### src/hdl/mem_pkg.sv
/* Memory-stage codes shared by execute, the memory stage and the testbench.
   Operation codes, funct3 width and extension fields, and bus op codes. */
package mem_pkg;

  // datapath width of the core
  localparam int XLEN = 64;

  // operation handed over from execute
  typedef enum logic [1:0] {
    MEM_ACTION_NONE  = 2'b00,
    MEM_ACTION_LOAD  = 2'b01,
    MEM_ACTION_STORE = 2'b10
  } mem_action_t;

  // bus op, one bit
  localparam logic REQ_READ  = 1'b0;
  localparam logic REQ_WRITE = 1'b1;

  // funct3 of loads and stores
  typedef logic [2:0] funct3_t;

  // width field, funct3[1:0]
  localparam logic [1:0] F3_BYTE   = 2'b00;
  localparam logic [1:0] F3_HALF   = 2'b01;
  localparam logic [1:0] F3_WORD   = 2'b10;
  localparam logic [1:0] F3_DOUBLE = 2'b11;

  // bit 2 set selects zero extension (lbu, lhu, lwu)
  localparam int F3_UNSIGNED_BIT = 2;

endpackage
### src/hdl/bus_pkg.sv
/* Data bus address map, target sizes and byte-lane helpers.
   Used by the router, both bus targets and the memory stage. */
package bus_pkg;

  localparam int ADDR_W = 64;

  // memory region, 256 MB in the map
  localparam logic [ADDR_W-1:0] RAM_BASE = 64'h0000_0000_8000_0000;
  localparam logic [ADDR_W-1:0] RAM_MASK = 64'h0000_0000_0FFF_FFFF;

  // doublewords actually built, upper address bits wrap
  localparam int RAM_WORDS = 512;
  localparam int RAM_IDX_W = $clog2(RAM_WORDS);

  // device region, 4 KB
  localparam logic [ADDR_W-1:0] DEV_BASE = 64'h0000_0000_2000_0000;
  localparam logic [ADDR_W-1:0] DEV_MASK = 64'h0000_0000_0000_0FFF;
  localparam int DEV_OFS_W = 12;

  // device register offsets
  localparam logic [DEV_OFS_W-1:0] DEV_TIMER_OFS   = 12'h000;
  localparam logic [DEV_OFS_W-1:0] DEV_SCRATCH_OFS = 12'h008;

  // access size as bytes minus one: 0, 1, 3 or 7
  typedef logic [2:0] bytes_t;

  // mask of the low nb+1 bytes of a right-aligned value
  function automatic logic [mem_pkg::XLEN-1:0] width_mask(bytes_t nb);
    return {mem_pkg::XLEN{1'b1}} >> {3'd7 - nb, 3'b000};
  endfunction

  // place right-aligned data into the lanes starting at ofs
  function automatic logic [mem_pkg::XLEN-1:0] lane_merge(
    logic [mem_pkg::XLEN-1:0] old_word,
    logic [mem_pkg::XLEN-1:0] data,
    logic [2:0]               ofs,
    bytes_t                   nb
  );
    logic [mem_pkg::XLEN-1:0] lane_mask;
    lane_mask = width_mask(nb) << {ofs, 3'b000};
    return (old_word & ~lane_mask) | ((data << {ofs, 3'b000}) & lane_mask);
  endfunction

  // pull the addressed lanes back down to bit 0
  function automatic logic [mem_pkg::XLEN-1:0] lane_extract(
    logic [mem_pkg::XLEN-1:0] word,
    logic [2:0]               ofs,
    bytes_t                   nb
  );
    return (word >> {ofs, 3'b000}) & width_mask(nb);
  endfunction

endpackage

### src/hdl/dbus_if.sv
/* Data bus between the memory stage, the router and the targets.
   Level req/ack: req held until ack is sampled, ack high for one cycle. */
interface dbus_if;

  // request side
  logic                        req;
  logic                        op;
  logic [bus_pkg::ADDR_W-1:0]  addr;
  bus_pkg::bytes_t             bytes;
  // right-aligned store data
  logic [mem_pkg::XLEN-1:0]    wdata;

  // response side
  logic                        ack;
  // right-aligned load data
  logic [mem_pkg::XLEN-1:0]    rdata;
  logic                        err;

  modport initiator (
    output req, op, addr, bytes, wdata,
    input  ack, rdata, err
  );

  modport target (
    input  req, op, addr, bytes, wdata,
    output ack, rdata, err
  );

endinterface

### src/hdl/dbus_router.sv
/* Data bus router: decodes the address, forwards req to one target and
   returns its response; unmapped addresses get a local error ack. */
module dbus_router (
  input  logic      clk,
  input  logic      rst,
  dbus_if.target    cpu,
  dbus_if.initiator ram,
  dbus_if.initiator dev
);

  logic sel_ram;
  logic sel_dev;
  logic miss;
  logic err_ack;

  // region decode against base and mask
  assign sel_ram = (cpu.addr & ~bus_pkg::RAM_MASK) == bus_pkg::RAM_BASE;
  assign sel_dev = (cpu.addr & ~bus_pkg::DEV_MASK) == bus_pkg::DEV_BASE;
  assign miss    = ~sel_ram & ~sel_dev;

  // req goes to the selected target only
  assign ram.req   = cpu.req & sel_ram;
  assign ram.op    = cpu.op;
  assign ram.addr  = cpu.addr;
  assign ram.bytes = cpu.bytes;
  assign ram.wdata = cpu.wdata;

  assign dev.req   = cpu.req & sel_dev;
  assign dev.op    = cpu.op;
  assign dev.addr  = cpu.addr;
  assign dev.bytes = cpu.bytes;
  assign dev.wdata = cpu.wdata;

  // local ack for unmapped addresses, one cycle after req
  always_ff @(posedge clk) begin
    if (rst) begin
      err_ack <= 1'b0;
    end else begin
      err_ack <= cpu.req & miss & ~err_ack;
    end
  end

  // response mux
  always_comb begin
    if (sel_ram) begin
      cpu.ack   = ram.ack;
      cpu.rdata = ram.rdata;
      cpu.err   = ram.err;
    end else if (sel_dev) begin
      cpu.ack   = dev.ack;
      cpu.rdata = dev.rdata;
      cpu.err   = dev.err;
    end else begin
      // unmapped reads zero with error set
      cpu.ack   = err_ack;
      cpu.rdata = '0;
      cpu.err   = 1'b1;
    end
  end

endmodule

### src/flat_wrapper.sv
// flat-port wrapper written by rule: the top's interface ports become plain ports
module dbus_router_flat 
  (clk, rst, cpu_req, cpu_op, cpu_addr, cpu_bytes, cpu_wdata, cpu_ack, cpu_rdata, cpu_err, ram_req, ram_op, ram_addr, ram_bytes, ram_wdata, ram_ack, ram_rdata, ram_err, dev_req, dev_op, dev_addr, dev_bytes, dev_wdata, dev_ack, dev_rdata, dev_err);
  dbus_if cpu_i ();
  dbus_if ram_i ();
  dbus_if dev_i ();
  input  logic clk;
  input  logic rst;
  input wire logic [$bits(cpu_i.req)-1:0] cpu_req;
  input wire logic [$bits(cpu_i.op)-1:0] cpu_op;
  input wire logic [$bits(cpu_i.addr)-1:0] cpu_addr;
  input wire logic [$bits(cpu_i.bytes)-1:0] cpu_bytes;
  input wire logic [$bits(cpu_i.wdata)-1:0] cpu_wdata;
  output wire logic [$bits(cpu_i.ack)-1:0] cpu_ack;
  output wire logic [$bits(cpu_i.rdata)-1:0] cpu_rdata;
  output wire logic [$bits(cpu_i.err)-1:0] cpu_err;
  output wire logic [$bits(ram_i.req)-1:0] ram_req;
  output wire logic [$bits(ram_i.op)-1:0] ram_op;
  output wire logic [$bits(ram_i.addr)-1:0] ram_addr;
  output wire logic [$bits(ram_i.bytes)-1:0] ram_bytes;
  output wire logic [$bits(ram_i.wdata)-1:0] ram_wdata;
  input wire logic [$bits(ram_i.ack)-1:0] ram_ack;
  input wire logic [$bits(ram_i.rdata)-1:0] ram_rdata;
  input wire logic [$bits(ram_i.err)-1:0] ram_err;
  output wire logic [$bits(dev_i.req)-1:0] dev_req;
  output wire logic [$bits(dev_i.op)-1:0] dev_op;
  output wire logic [$bits(dev_i.addr)-1:0] dev_addr;
  output wire logic [$bits(dev_i.bytes)-1:0] dev_bytes;
  output wire logic [$bits(dev_i.wdata)-1:0] dev_wdata;
  input wire logic [$bits(dev_i.ack)-1:0] dev_ack;
  input wire logic [$bits(dev_i.rdata)-1:0] dev_rdata;
  input wire logic [$bits(dev_i.err)-1:0] dev_err;
  assign cpu_i.req = cpu_req;
  assign cpu_i.op = cpu_op;
  assign cpu_i.addr = cpu_addr;
  assign cpu_i.bytes = cpu_bytes;
  assign cpu_i.wdata = cpu_wdata;
  assign cpu_ack = cpu_i.ack;
  assign cpu_rdata = cpu_i.rdata;
  assign cpu_err = cpu_i.err;
  assign ram_req = ram_i.req;
  assign ram_op = ram_i.op;
  assign ram_addr = ram_i.addr;
  assign ram_bytes = ram_i.bytes;
  assign ram_wdata = ram_i.wdata;
  assign ram_i.ack = ram_ack;
  assign ram_i.rdata = ram_rdata;
  assign ram_i.err = ram_err;
  assign dev_req = dev_i.req;
  assign dev_op = dev_i.op;
  assign dev_addr = dev_i.addr;
  assign dev_bytes = dev_i.bytes;
  assign dev_wdata = dev_i.wdata;
  assign dev_i.ack = dev_ack;
  assign dev_i.rdata = dev_rdata;
  assign dev_i.err = dev_err;
  dbus_router u_core (.clk(clk), .rst(rst), .cpu(cpu_i), .ram(ram_i), .dev(dev_i));
endmodule
### config.mk
export PLATFORM = sky130hd
export DESIGN_NAME = dbus_router_flat
export DESIGN_NICKNAME = d
export VERILOG_FILES = /design/src/hdl/mem_pkg.sv /design/src/hdl/bus_pkg.sv /design/src/hdl/dbus_if.sv /design/src/hdl/dbus_router.sv /design/src/flat_wrapper.sv
export SDC_FILE = /design/constraint.sdc
export NUM_CORES = 1
export LEC_CHECK = 0
export BUFFER_PORTS_ARGS = -buffer_cell sky130_fd_sc_hd__buf_4
export CAP_MARGIN = 0
export CORE_AREA = 4 4 231 233
export DETAILED_ROUTE_END_ITERATION = 10
export DIE_AREA = 0 0 235 237
export SYNTH_ARGS = -nofsm -noshare
export SYNTH_HDL_FRONTEND = slang
export SYNTH_SLANG_ARGS = --single-unit
### constraint.sdc
create_clock -name clk -period 2.7 [get_ports clk]
set_clock_uncertainty 0.1 [all_clocks]
set_input_delay 0.27 -clock clk [delete_from_list [all_inputs] [get_ports clk]]
set_output_delay 0.27 -clock clk [all_outputs]
set_load 0.02 [all_outputs]
Word level (Yosys, flattened, before mapping)
Cells that the tools add are included.
Storage, ports and cells
  flip-flop bits (word level): 1
  latch bits: 0
  memory bits (writable): 0
  bits in read-only memories: 0
  input bits: 267
  word-level logic and storage cells: 17
  memories: 0
Operators by class
  $add $sub $neg: 0
  $mul: 0
  divide/modulo/power cells: 0
  order comparisons: 0
  eq/ne operators: 2
  shift operators: 0
  multiplexer cells: 6
  bitwise gates (word level): 8
  reductions and logical operators: 0
Operators with widths (number)
  two-way mux 64 bit: 2
  == test 52 x 18 -> 1 bit (second input constant): 1
  == test 36 x 4 -> 1 bit (second input constant): 1
  AND 1 bit: 5
  two-way mux 1 bit: 4
  inverter 1 bit: 3

Depth between registers and ports, before layout
Gate-level depths: netlist (run 1).
  word-level depth: 5
  depth in mapped cells: 7
  depth with buffers taken out: 5

Least setup slack after synthesis (run 1)
OpenSTA, ideal clock, no wires.
  path type: input-to-output
  from: in cpu_addr[37]
  to: out cpu_rdata[13]
  arrival time: 1738 ps
  slack: 592 ps
  stages: 6
  buffers on the path: 2
  cells stage by stage: or4_1 -> nor3_1 -> nand4_1 -> buf_2 -> buf_2 -> nor2_1
Between the ends
  cells in the longest elaborated chain, start to end: 3
Ends and longest elaborated chain
  from (decl): RTL line flat_wrapper.sv:11  | input wire logic [$bits(cpu_i.addr)-1:0] cpu_addr;
  == test 52 x 18 -> 1 bit: RTL line dbus_router.sv:18  | assign sel_dev = (cpu.addr & ~bus_pkg::DEV_MASK) == bus_pkg::DEV_BASE;
  two-way mux 64 bit: RTL line dbus_router.sv:49  | end else if (sel_dev) begin
  two-way mux 64 bit *: RTL line dbus_router.sv:45  | if (sel_ram) begin
  to (decl): RTL line flat_wrapper.sv:15  | output wire logic [$bits(cpu_i.rdata)-1:0] cpu_rdata;
Mark *: on every way between the ends. The rest lies on a longest branch, timed or not.

Final worst setup path (run 1)
  from: in cpu_addr[50]
  to: out cpu_ack
Between the ends
  cells in the longest elaborated chain, start to end: 3
Ends and longest elaborated chain
  == test 52 x 18 -> 1 bit: RTL line dbus_router.sv:18
  two-way mux 1 bit: RTL line dbus_router.sv:49
  two-way mux 1 bit *: RTL line dbus_router.sv:45
  to (decl): RTL line flat_wrapper.sv:14  | output wire logic [$bits(cpu_i.ack)-1:0] cpu_ack;
Marked as above.

==> results of run 1 <==
routing by layer:
metal  up-vias  track usage  wire, um
li1       1410            -         -
met2       405        0.104      9010
met5         -            0         0
met3        91       0.0210      2290
met4         0       0.0661      2150
met1      1391       0.0460      4830
logic make-up after synthesis:
family / share of synthesized area
buf+inv: 0.685
flops: 0.00651
compound gates: 0.170
simple gates: 0.138
worst max-delay path by stage:
| stage | endpoint | slack, ns | cells past startpoint |
|---|---|---|---|
| global placement | cpu_ack | -0.18 | 8 |
| floorplan | cpu_rdata[13] | 0.59 | 6 |
| finish | cpu_ack | 0.01 | 7 |
| detailed placement | cpu_ack | -0.19 | 8 |
| global route | cpu_ack | 0.04 | 8 |
| CTS | cpu_ack | 0.05 | 8 |
repair_timing:
item | in CTS | in global routing
hold buffers | 0 | 0
setup endpoints to repair | 68 | 0
resized for setup | 1 | 0
worst register-to-register path, delay by kind of cell, from the launching register on:
| family | cells | cell delay (ns) |
|---|---|---|
| AND/OR/NAND/NOR | 1 | 0.18 |
| AO/OA/AOI/OAI | 2 | 0.26 |
| buffers and inverters | 1 | 0.08 |
| flip-flops | 1 | 0.28 |
power by group through the flow:
stage	sequential, uW	combinational, uW	clock (uW)
2_1_floorplan	16.1	582	0
3_3_place_gp	16.1	512	0
3_5_place_dp	16.2	513	0
4_1_cts	16.2	515	0
5_1_grt	16.2	535	0.000348
6_report	16.1	511	0.000350
final cells by class:
type | count | area [um2] | share of cell area
flip-flops and latches | 1 | 20.0 | 0.00428
repair buffers | 366 | 2810 | 0.601
well taps | 680 | 851 | 0.182
diodes | 7 | 17.5 | 0.00375
inverters | 4 | 15.0 | 0.00321
multi-input cells | 161 | 960 | 0.205
placed cells by master (no fill, tap or decap):
cell	netlist	routed
buf_12	0	5
nand2b_1	1	1
dfxtp_1	1	1
inv_1	4	4
nor3_1	2	1
nor2_4	0	1
diode_2	0	7
and3_1	3	3
nor2_1	66	65
nor4_4	1	1
nor4_1	10	10
a22oi_1	64	64
nor3b_1	1	1
a32oi_1	1	1
nand4_1	1	1
nor2b_1	1	1
nor4b_1	1	1
nand2_1	3	3
o21ai_0	2	2
o21a_1	1	1
buf_4	268	361
or4_1	1	1
nor3_2	0	1
or4_4	1	1
a2bb2oi_2	1	1
metrics by stage:
stage | hold WS (ns) | setup TNS [ns] | utilization | cells
6_report | 0.353 | 0 | 0.0913 | 1219
3_5_place_dp | 0.358 | -3.21 | 0.0908 | 1212
2_1_floorplan | 0.246 | 0 | - | 451
3_3_place_gp | 0.355 | -2.51 | 0.0908 | 1212
4_1_cts | 0.358 | 0 | 0.0909 | 1212
5_1_grt | 0.361 | 0 | 0.0913 | 1219
==> impl_metrics.py, run 1 <==
metrics = {
    "outcome": {
        "outcome": "finished, final reports clean",
    },
    "synthesis": {
        "synth_common_cells": "buf_4 (268), nor2_1 (66), a22oi_1 (64), buf_2 (12), nor4_1 (10)",
        "netlist_area_um2": 3070,
        "ys.flop_type": "dfxtp_1",
        "synth_edf_count": 0,
        "synth_top_area_cell": "buf_4",
        "synthArstFlopShare": 0,
        "synth-seq-area-share": 0.00651,
        "syn_inst": 451,
        "ys_top_cells_by_area": "buf_4 (65%), a22oi_1 (16%), nor2_1 (8.1%)",
        "ys_ff_latch": 1,
        "syn_nets": 718,
        "syn_area_per_cell_um2": 6.81,
        "yosys.cell_count.top_type": "buf_4",
        "ys_warn_count": 0,
        "synth_top_area_frac": 0.655,
        "synth.distinct_cells": 24,
    },
    "pwr": {
        "clock_power_share": 0,
        "powerDensity_nw_per_um2": 113,
        "power.leakage_uw": 0.00195,
        "power.total_uw": 527,
        "ir_worst_vdd_mv": 0.0773,
        "internal-power_uw": 292,
        "power.switching_uw": 235,
        "p_comb_frac": 0.969,
        "switching_share": 0.446,
        "p_seq_frac": 0.031,
    },
    "critical_path": {
        "cp.arrival_ns": 2.32,
        "startpoint": "cpu_addr[50]",
        "path_buf_inv": 3,
        "reg2regPathDepth": 4,
        "worstReg2RegStart": "u_core.err_ack",
        "critical_path.max_stage_delay_ns": 0.88,
        "cp-end-kind": "output port",
        "r2r_slack_ns": 1.72,
        "cp_max_fo": 67,
        "cp-start-kind": "primary input",
        "r2r_end": "u_core.err_ack",
        "crit_type": "in2out",
        "crit_slowest_cell": "nor4_1",
        "cp_top_family": "simple AND/OR/NAND/NOR gates",
        "cp_cell_sequence": "buf_4 -> nor4_1 -> nand4_1 -> buf_12 -> a2bb2oi_2 -> o21a_1 -> buf_4",
        "cpMostUsedCell": "buf_4",
        "worstPathRequired_ns": 2.33,
    },
    "sta": {
        "rsz0062_at_grt": "false",
        "finalSetupViolCount": 0,
        "fin_ws_ns": 0.0102,
        "fmax_ghz": 0.372,
        "slew_headroom": 0.311,
        "hold_viol": 0,
        "worst_pin_slew_ns": 1.02,
        "min_period_ns": 2.69,
        "drv_slew": 0,
        "timing.final.crit_share": 0.996,
    },
    "drt": {
        "wire_per_inst_um": 15.0,
        "antenna_left": 0,
        "dr.first_iter.drc_count": 139,
        "via_per_inst": 2.70,
        "drc": 0,
        "dr.pass1.iters": 4,
        "totalWireLength_um": 18300,
        "vias": 3297,
    },
    "global_route": {
        "grt_pass1_wl_um": 24100,
        "grt_overflow": 0,
        "track_usage": 0.0582,
        "grt_pass1_vias": 3487,
        "antenna_found_initial": 6,
        "grt_max_degree": 68,
    },
    "clocking": {
        "clk_pin_slew_ns": 0,
        "post-cts-setup-buffers": 0,
        "clk_latency_ns": 0,
    },
    "placement": {
        "placed_area_um2": 4650,
        "gp_congestion": 0.922,
        "port_buffers": 358,
        "dpl.hpwl_um": 16500,
        "pre_cts_slack_ns": -0.189,
    },
    "cells_and_area": {
        "area_growth_syn_to_layout_pct": 52.1,
        "regMostFlops": "u_core.err_ack",
        "largest_reg_flops": 1,
        "design_area_um2": 4670,
        "layout-drive-gt1-share": 0.697,
        "fin_nets": 801,
        "largestRegisters": "u_core.err_ack x1",
        "nFillCells": 5941,
    },
    "floorplan": {
        "die_w_um": 235,
        "coreArea_um2": 51200,
        "die_y_um": 237,
        "initial_core_util": 0.0600,
        "num_rows": 83,
        "io_pins": 599,
        "dieArea_um2": 55700,
    },
    "worst_hold_path": {
        "whs_path_depth": 2,
        "hp-start": "rst",
        "hp-class": "in2reg",
        "whs_endpoint": "u_core.err_ack",
    },
    "job": {
        "max_cap_violations": 0,
    },
}
Note: power is estimated with default switching activity, not from simulation.
==> run 2, diff against run 1 <==
- BUFFER_PORTS_ARGS: -buffer_cell sky130_fd_sc_hd__buf_4 -> default
- CORE_AREA: 4 4 231 233 -> 4 4 230 232
- DIE_AREA: 0 0 235 237 -> 0 0 234 236
- DONT_BUFFER_PORTS: default -> 1
==> run 2 against run 1 <==
  * Sequential share of layout area is 0.35 points higher
  * Worst setup slack better by 0.22 ns
  * Utilization down 4.1 points
  * Cell count fell by 23%
  * Combinational power shrank 96%
  * Design area down 45%
  * Critical endpoint is now cpu_rdata[59]
  * Highest routed layer is now met5
==> impl_metrics.py, run 2 (synthesized netlist as in run 1, its figures left out) <==
metrics = {
    "outcome": {
        "outcome": "finished, final reports clean",
    },
    "cells_and_area": {
        "area_growth_syn_to_layout_pct": -16.1,
        "largest_reg_flops": 1,
        "layout-drive-gt1-share": 0.355,
        "regMostFlops": "u_core.err_ack",
        "final_common_cell": "buf_4",
        "fin_nets": 520,
        "largestRegisters": "u_core.err_ack x1",
        "layout_common_cells": "buf_4 (78), nor2_1 (65), a22oi_1 (64)",
    },
    "global_route": {
        "grt_max_degree": 56,
        "grt_pass1_wl_um": 16500,
        "grt_overflow": 0,
        "antenna_found_initial": 9,
        "grt_pass1_vias": 2157,
        "track_usage": 0.0418,
    },
    "sta": {
        "fin_setup_tns_ns": 0,
        "fmax_ghz": 0.404,
        "min_period_ns": 2.47,
        "rsz0062_at_grt": "false",
        "finalSetupViolCount": 0,
        "slew_headroom": 0.551,
        "drv_slew": 0,
        "fin_ws_ns": 0.226,
        "timing.final.crit_share": 0.916,
        "hold_viol": 0,
        "worst_pin_slew_ns": 0.668,
    },
    "floorplan": {
        "dieArea_um2": 55200,
        "num_rows": 83,
        "initial_core_util": 0.0603,
        "die_w_um": 234,
        "io_pins": 599,
        "coreArea_um2": 51000,
        "die_y_um": 236,
    },
    "clocking": {
        "cts-resized-gates": 0,
        "clk_latency_ns": 0,
        "clk_pin_slew_ns": 0,
        "postCtsHoldBufs": 0,
        "post-cts-setup-buffers": 0,
    },
    "pwr": {
        "p_comb_frac": 0.537,
        "power.switching_uw": 9.33,
        "ir_worst_vdd_mv": 0.0770,
        "power.leakage_uw": 0.000607,
        "power.total_uw": 34.8,
        "powerDensity_nw_per_um2": 13.5,
        "p_seq_frac": 0.463,
        "internal-power_uw": 25.4,
        "clock_power_share": 0,
        "switching_share": 0.268,
    },
    "critical_path": {
        "worstPathRequired_ns": 2.33,
        "cp.arrival_ns": 2.10,
        "cp_max_fo": 13,
        "cp_cell_sequence": "nor4_1 -> buf_4 -> nand2_1 -> buf_4 -> nor4_4 -> buf_4 -> buf_4 -> a22oi_1 -> nor2_1 -> buf_4",
        "crit_type": "in2out",
        "cp-start-kind": "primary input",
        "path_buf_inv": 5,
        "r2r_slack_ns": 1.64,
        "cp-end-kind": "output port",
        "critical_path.max_stage_delay_ns": 0.32,
        "cpMostUsedCell": "buf_4",
        "crit_slowest_cell": "nor4_1",
        "cp_top_family": "buffers and inverters",
    },
    "placement": {
        "pre_cts_slack_ns": 0.155,
        "port_buffers": 0,
        "dpl.hpwl_um": 11900,
        "gp_congestion": 0.853,
    },
    "drt": {
        "totalWireLength_um": 13500,
        "dr.pass1.iters": 4,
        "antenna_left": 0,
        "wire_per_inst_um": 14.5,
        "drc": 0,
        "via_per_inst": 2.33,
        "vias": 2183,
        "dr.first_iter.drc_count": 93,
    },
    "worst_hold_path": {
        "hp-class": "in2reg",
    },
    "job": {
        "max_cap_violations": 0,
    },
}
-- run 2: layout make-up --
| class | count | area [um2] |
|---|---|---|
| Antenna cell | 5 | 12.5 |
| Timing Repair Buffer | 85 | 726 |
| Tap cell | 680 | 851 |
| Inverter | 4 | 15.0 |
| Multi-Input combinational cell | 161 | 955 |
| Fill cell | 6044 | 48400 |
| Sequential cell | 1 | 20.0 |
-- run 2: power groups by stage --
| stage | Sequential [uW] | Combinational [uW] | Clock [uW] |
|---|---|---|---|
| floorplan | 16.1 | 582 | 0 |
| global placement | 16.1 | 19.6 | 0 |
| detailed placement | 16.1 | 19.4 | 0 |
| CTS | 16.1 | 19.6 | 0 |
| global route | 16.2 | 20.9 | 0.000250 |
| finish | 16.1 | 18.7 | 0.000252 |
-- run 2: final timing paths --
path,cells after the start,start,endpoint
hold / removal,1,rst,u_core.err_ack
hold reg to reg,4,u_core.err_ack,u_core.err_ack
setup reg to reg,5,u_core.err_ack,u_core.err_ack
setup / recovery,10,cpu_addr[49],cpu_rdata[59]
-- run 2: worst register-to-register path: cells and delay by family, from the launching register on --
| kind | cells | cell delay, ns |
|---|---|---|
| AOI/OAI and AO/OA | 2 | 0.26 |
| DFF | 1 | 0.27 |
| buffers and inverters | 2 | 0.20 |
| and+or+nand+nor | 1 | 0.15 |
-- run 2: stage by stage --
step / util / instances / hold WS [ns] / area (um2)
CTS: 0.0503 / 931 / 0.249 / 2570
floorplan: - / 451 / 0.246 / 3070
finish: 0.0506 / 936 / 0.248 / 2580
global placement: 0.0503 / 931 / 0.249 / 2570
detailed placement: 0.0503 / 931 / 0.249 / 2570
global route: 0.0506 / 936 / 0.259 / 2580
-- run 2: per-layer routing --
| layer | track usage | vias to the layer above | wire [um] |
|---|---|---|---|
| met5 | 0 | - | 22 |
| met4 | 0.0275 | 4 | 955 |
| met3 | 0.0209 | 82 | 2110 |
| met2 | 0.0726 | 321 | 6500 |
| met1 | 0.0382 | 931 | 3940 |
| li1 | - | 845 | - |
==> run 3, diff against run 2 <==
- CORE_AREA: 4 4 230 232 -> 4 4 231 233
- DIE_AREA: 0 0 234 236 -> 0 0 235 237
- RECOVER_POWER: default -> 100
==> run 3 against run 2 <==
  * Design area is 14% lower
  * Via count is 1.5% higher
  * Utilization is 0.71 points lower
  * Die area is 0.85% higher
  * Worst setup slack worse by 0.044 ns
  * Flip-flop and latch count stayed put
  * Worst hold slack hardly changed
  * Sequential share of layout area is 0.12 points higher
  * Total power is 2.5% higher
  * Cell count is 1.3% lower
  * Highest routed layer unchanged
==> impl_metrics.py, run 3 (synthesized netlist as in run 1, its figures left out) <==
metrics = {
    "worst_hold_path": {
        "whs_path_depth": 1,
        "hp-class": "in2reg",
    },
    "drt": {
        "dr.pass1.iters": 4,
        "antenna_left": 0,
        "drc": 0,
        "wire_per_inst_um": 18.8,
        "vias": 2215,
        "totalWireLength_um": 17400,
        "dr.first_iter.drc_count": 90,
        "via_per_inst": 2.40,
    },
    "cells_and_area": {
        "layout-drive-gt1-share": 0.0879,
        "layout_common_cells": "nor2_1 (65), a22oi_1 (64), clkbuf_1 (58)",
        "finalNonFillerCells": 924,
        "largestRegisters": "u_core.err_ack x1",
        "fin_nets": 508,
        "nFillCells": 6142,
        "area_growth_syn_to_layout_pct": -27.6,
        "final_common_cell": "nor2_1",
        "regMostFlops": "u_core.err_ack",
        "largest_reg_flops": 1,
    },
    "critical_path": {
        "reg2regPathDepth": 5,
        "critical_path.max_stage_delay_ns": 0.58,
        "cp.arrival_ns": 2.15,
        "cp-end-kind": "output port",
        "cp_cell_sequence": "or4_1 -> nor3_4 -> nand4_1 -> buf_4 -> inv_1 -> and3_1",
        "crit_type": "in2out",
        "crit_slowest_cell": "or4_1",
        "cp_max_fo": 67,
        "cp-start-kind": "primary input",
        "worstPathRequired_ns": 2.33,
    },
    "placement": {
        "dpl.hpwl_um": 15300,
        "gp_congestion": 0.965,
        "port_buffers": 0,
        "place_inst": 920,
    },
    "floorplan": {
        "die_y_um": 237,
        "num_rows": 83,
        "dieArea_um2": 55700,
        "io_pins": 599,
        "die_w_um": 235,
        "initial_core_util": 0.0600,
        "coreArea_um2": 51200,
    },
    "clocking": {
        "clk_latency_ns": 0,
        "postCtsHoldBufs": 0,
        "post-cts-setup-buffers": 0,
        "clk_pin_slew_ns": 0,
    },
    "sta": {
        "min_period_ns": 2.52,
        "rsz0062_at_grt": "false",
        "fmax_ghz": 0.397,
        "hold_viol": 0,
        "timing.final.crit_share": 0.932,
        "fin_setup_tns_ns": 0,
        "slew_headroom": 0.435,
        "worst_pin_slew_ns": 0.847,
        "finalSetupViolCount": 0,
        "drv_slew": 0,
    },
    "pwr": {
        "switching_share": 0.334,
        "internal-power_uw": 23.7,
        "power.leakage_uw": 0.000287,
        "clock_power_share": 0,
        "p_comb_frac": 0.548,
        "p_seq_frac": 0.452,
        "power.switching_uw": 11.9,
        "powerDensity_nw_per_um2": 16.0,
        "ir_worst_vdd_mv": 0.0714,
    },
    "global_route": {
        "grt_overflow": 0,
        "grt_pass1_vias": 2271,
        "grt_pass1_wl_um": 21300,
        "antenna_found_initial": 9,
        "track_usage": 0.0556,
        "grt_max_degree": 35,
    },
    "outcome": {
        "outcome": "finished, final reports clean",
    },
    "job": {
        "max_cap_violations": 0,
    },
}
[run 3: cell count changes in the layout (fill, tap and decap cells not counted)]
cell | previous run | this run
buf_4 | 78 | 7
clkbuf_1 | 0 | 58
clkbuf_2 | 0 | 5
buf_12 | 7 | 3
nor3_1 | 2 | 1
nor3_4 | 0 | 1
nor4_1 | 10 | 9
nor4_2 | 0 | 1
[run 3: through the flow]
step	worst slack [ns]	util	power [uW]	instance area (um2)	hold slack, ns
finish	0.182	0.0435	35.7	2230	0.248
global route	0.0179	0.0434	37.3	2220	0.252
CTS	0.0496	0.0479	36.3	2450	0.250
detailed placement	-0.245	0.0475	35.7	2430	0.249
global placement	-0.207	0.0475	36.1	2430	0.247
floorplan	0.592	-	598	3070	0.246
[run 3: cell type report]
| cell class | instances | area [um2] | area share |
|---|---|---|---|
| Multi-Input combinational cell | 161 | 972 | 0.437 |
| Tap cell | 680 | 851 | 0.382 |
| Timing Repair Buffer | 73 | 355 | 0.160 |
| Sequential cell | 1 | 20.0 | 0.00899 |
| Inverter | 4 | 15.0 | 0.00675 |
| Antenna cell | 5 | 12.5 | 0.00562 |
[run 3: power groups by stage]
stage	clock network (uW)	logic, uW	registers, uW
finish	0.000200	19.5	16.1
global placement	0	19.9	16.1
CTS	0	20.2	16.1
detailed placement	0	19.6	16.1
floorplan	0	582	16.1
global route	0.000201	21.1	16.2
[run 3: worst max-delay path, delay by kind of cell]
kind / cells / cell delay (ns)
simple gates: 4 / 1.26
buf+inv: 2 / 0.57
[run 3: routing by layer]
metal / GRT usage / up-vias / share of wire
li1: - / 821 / -
met1: 0.0440 / 928 / 0.26
met2: 0.110 / 379 / 0.53
met3: 0.0234 / 85 / 0.13
met4: 0.0358 / 2 / 0.070
met5: 0 / - / 0.00069
[run 3: timing repair]
item,in CTS,in global routing
setup endpoints to repair,35,6
cloned,0,0
pin swaps,0,0
gates resized for setup,3,0
[run 3: final timing paths]
check                               startpoint        endpoint  slack, ns
worst min-delay path                       rst  u_core.err_ack       0.25
worst max register to register  u_core.err_ack  u_core.err_ack       1.34
worst min register to register  u_core.err_ack  u_core.err_ack       0.69
worst max-delay path              cpu_addr[37]         ram_req       0.18
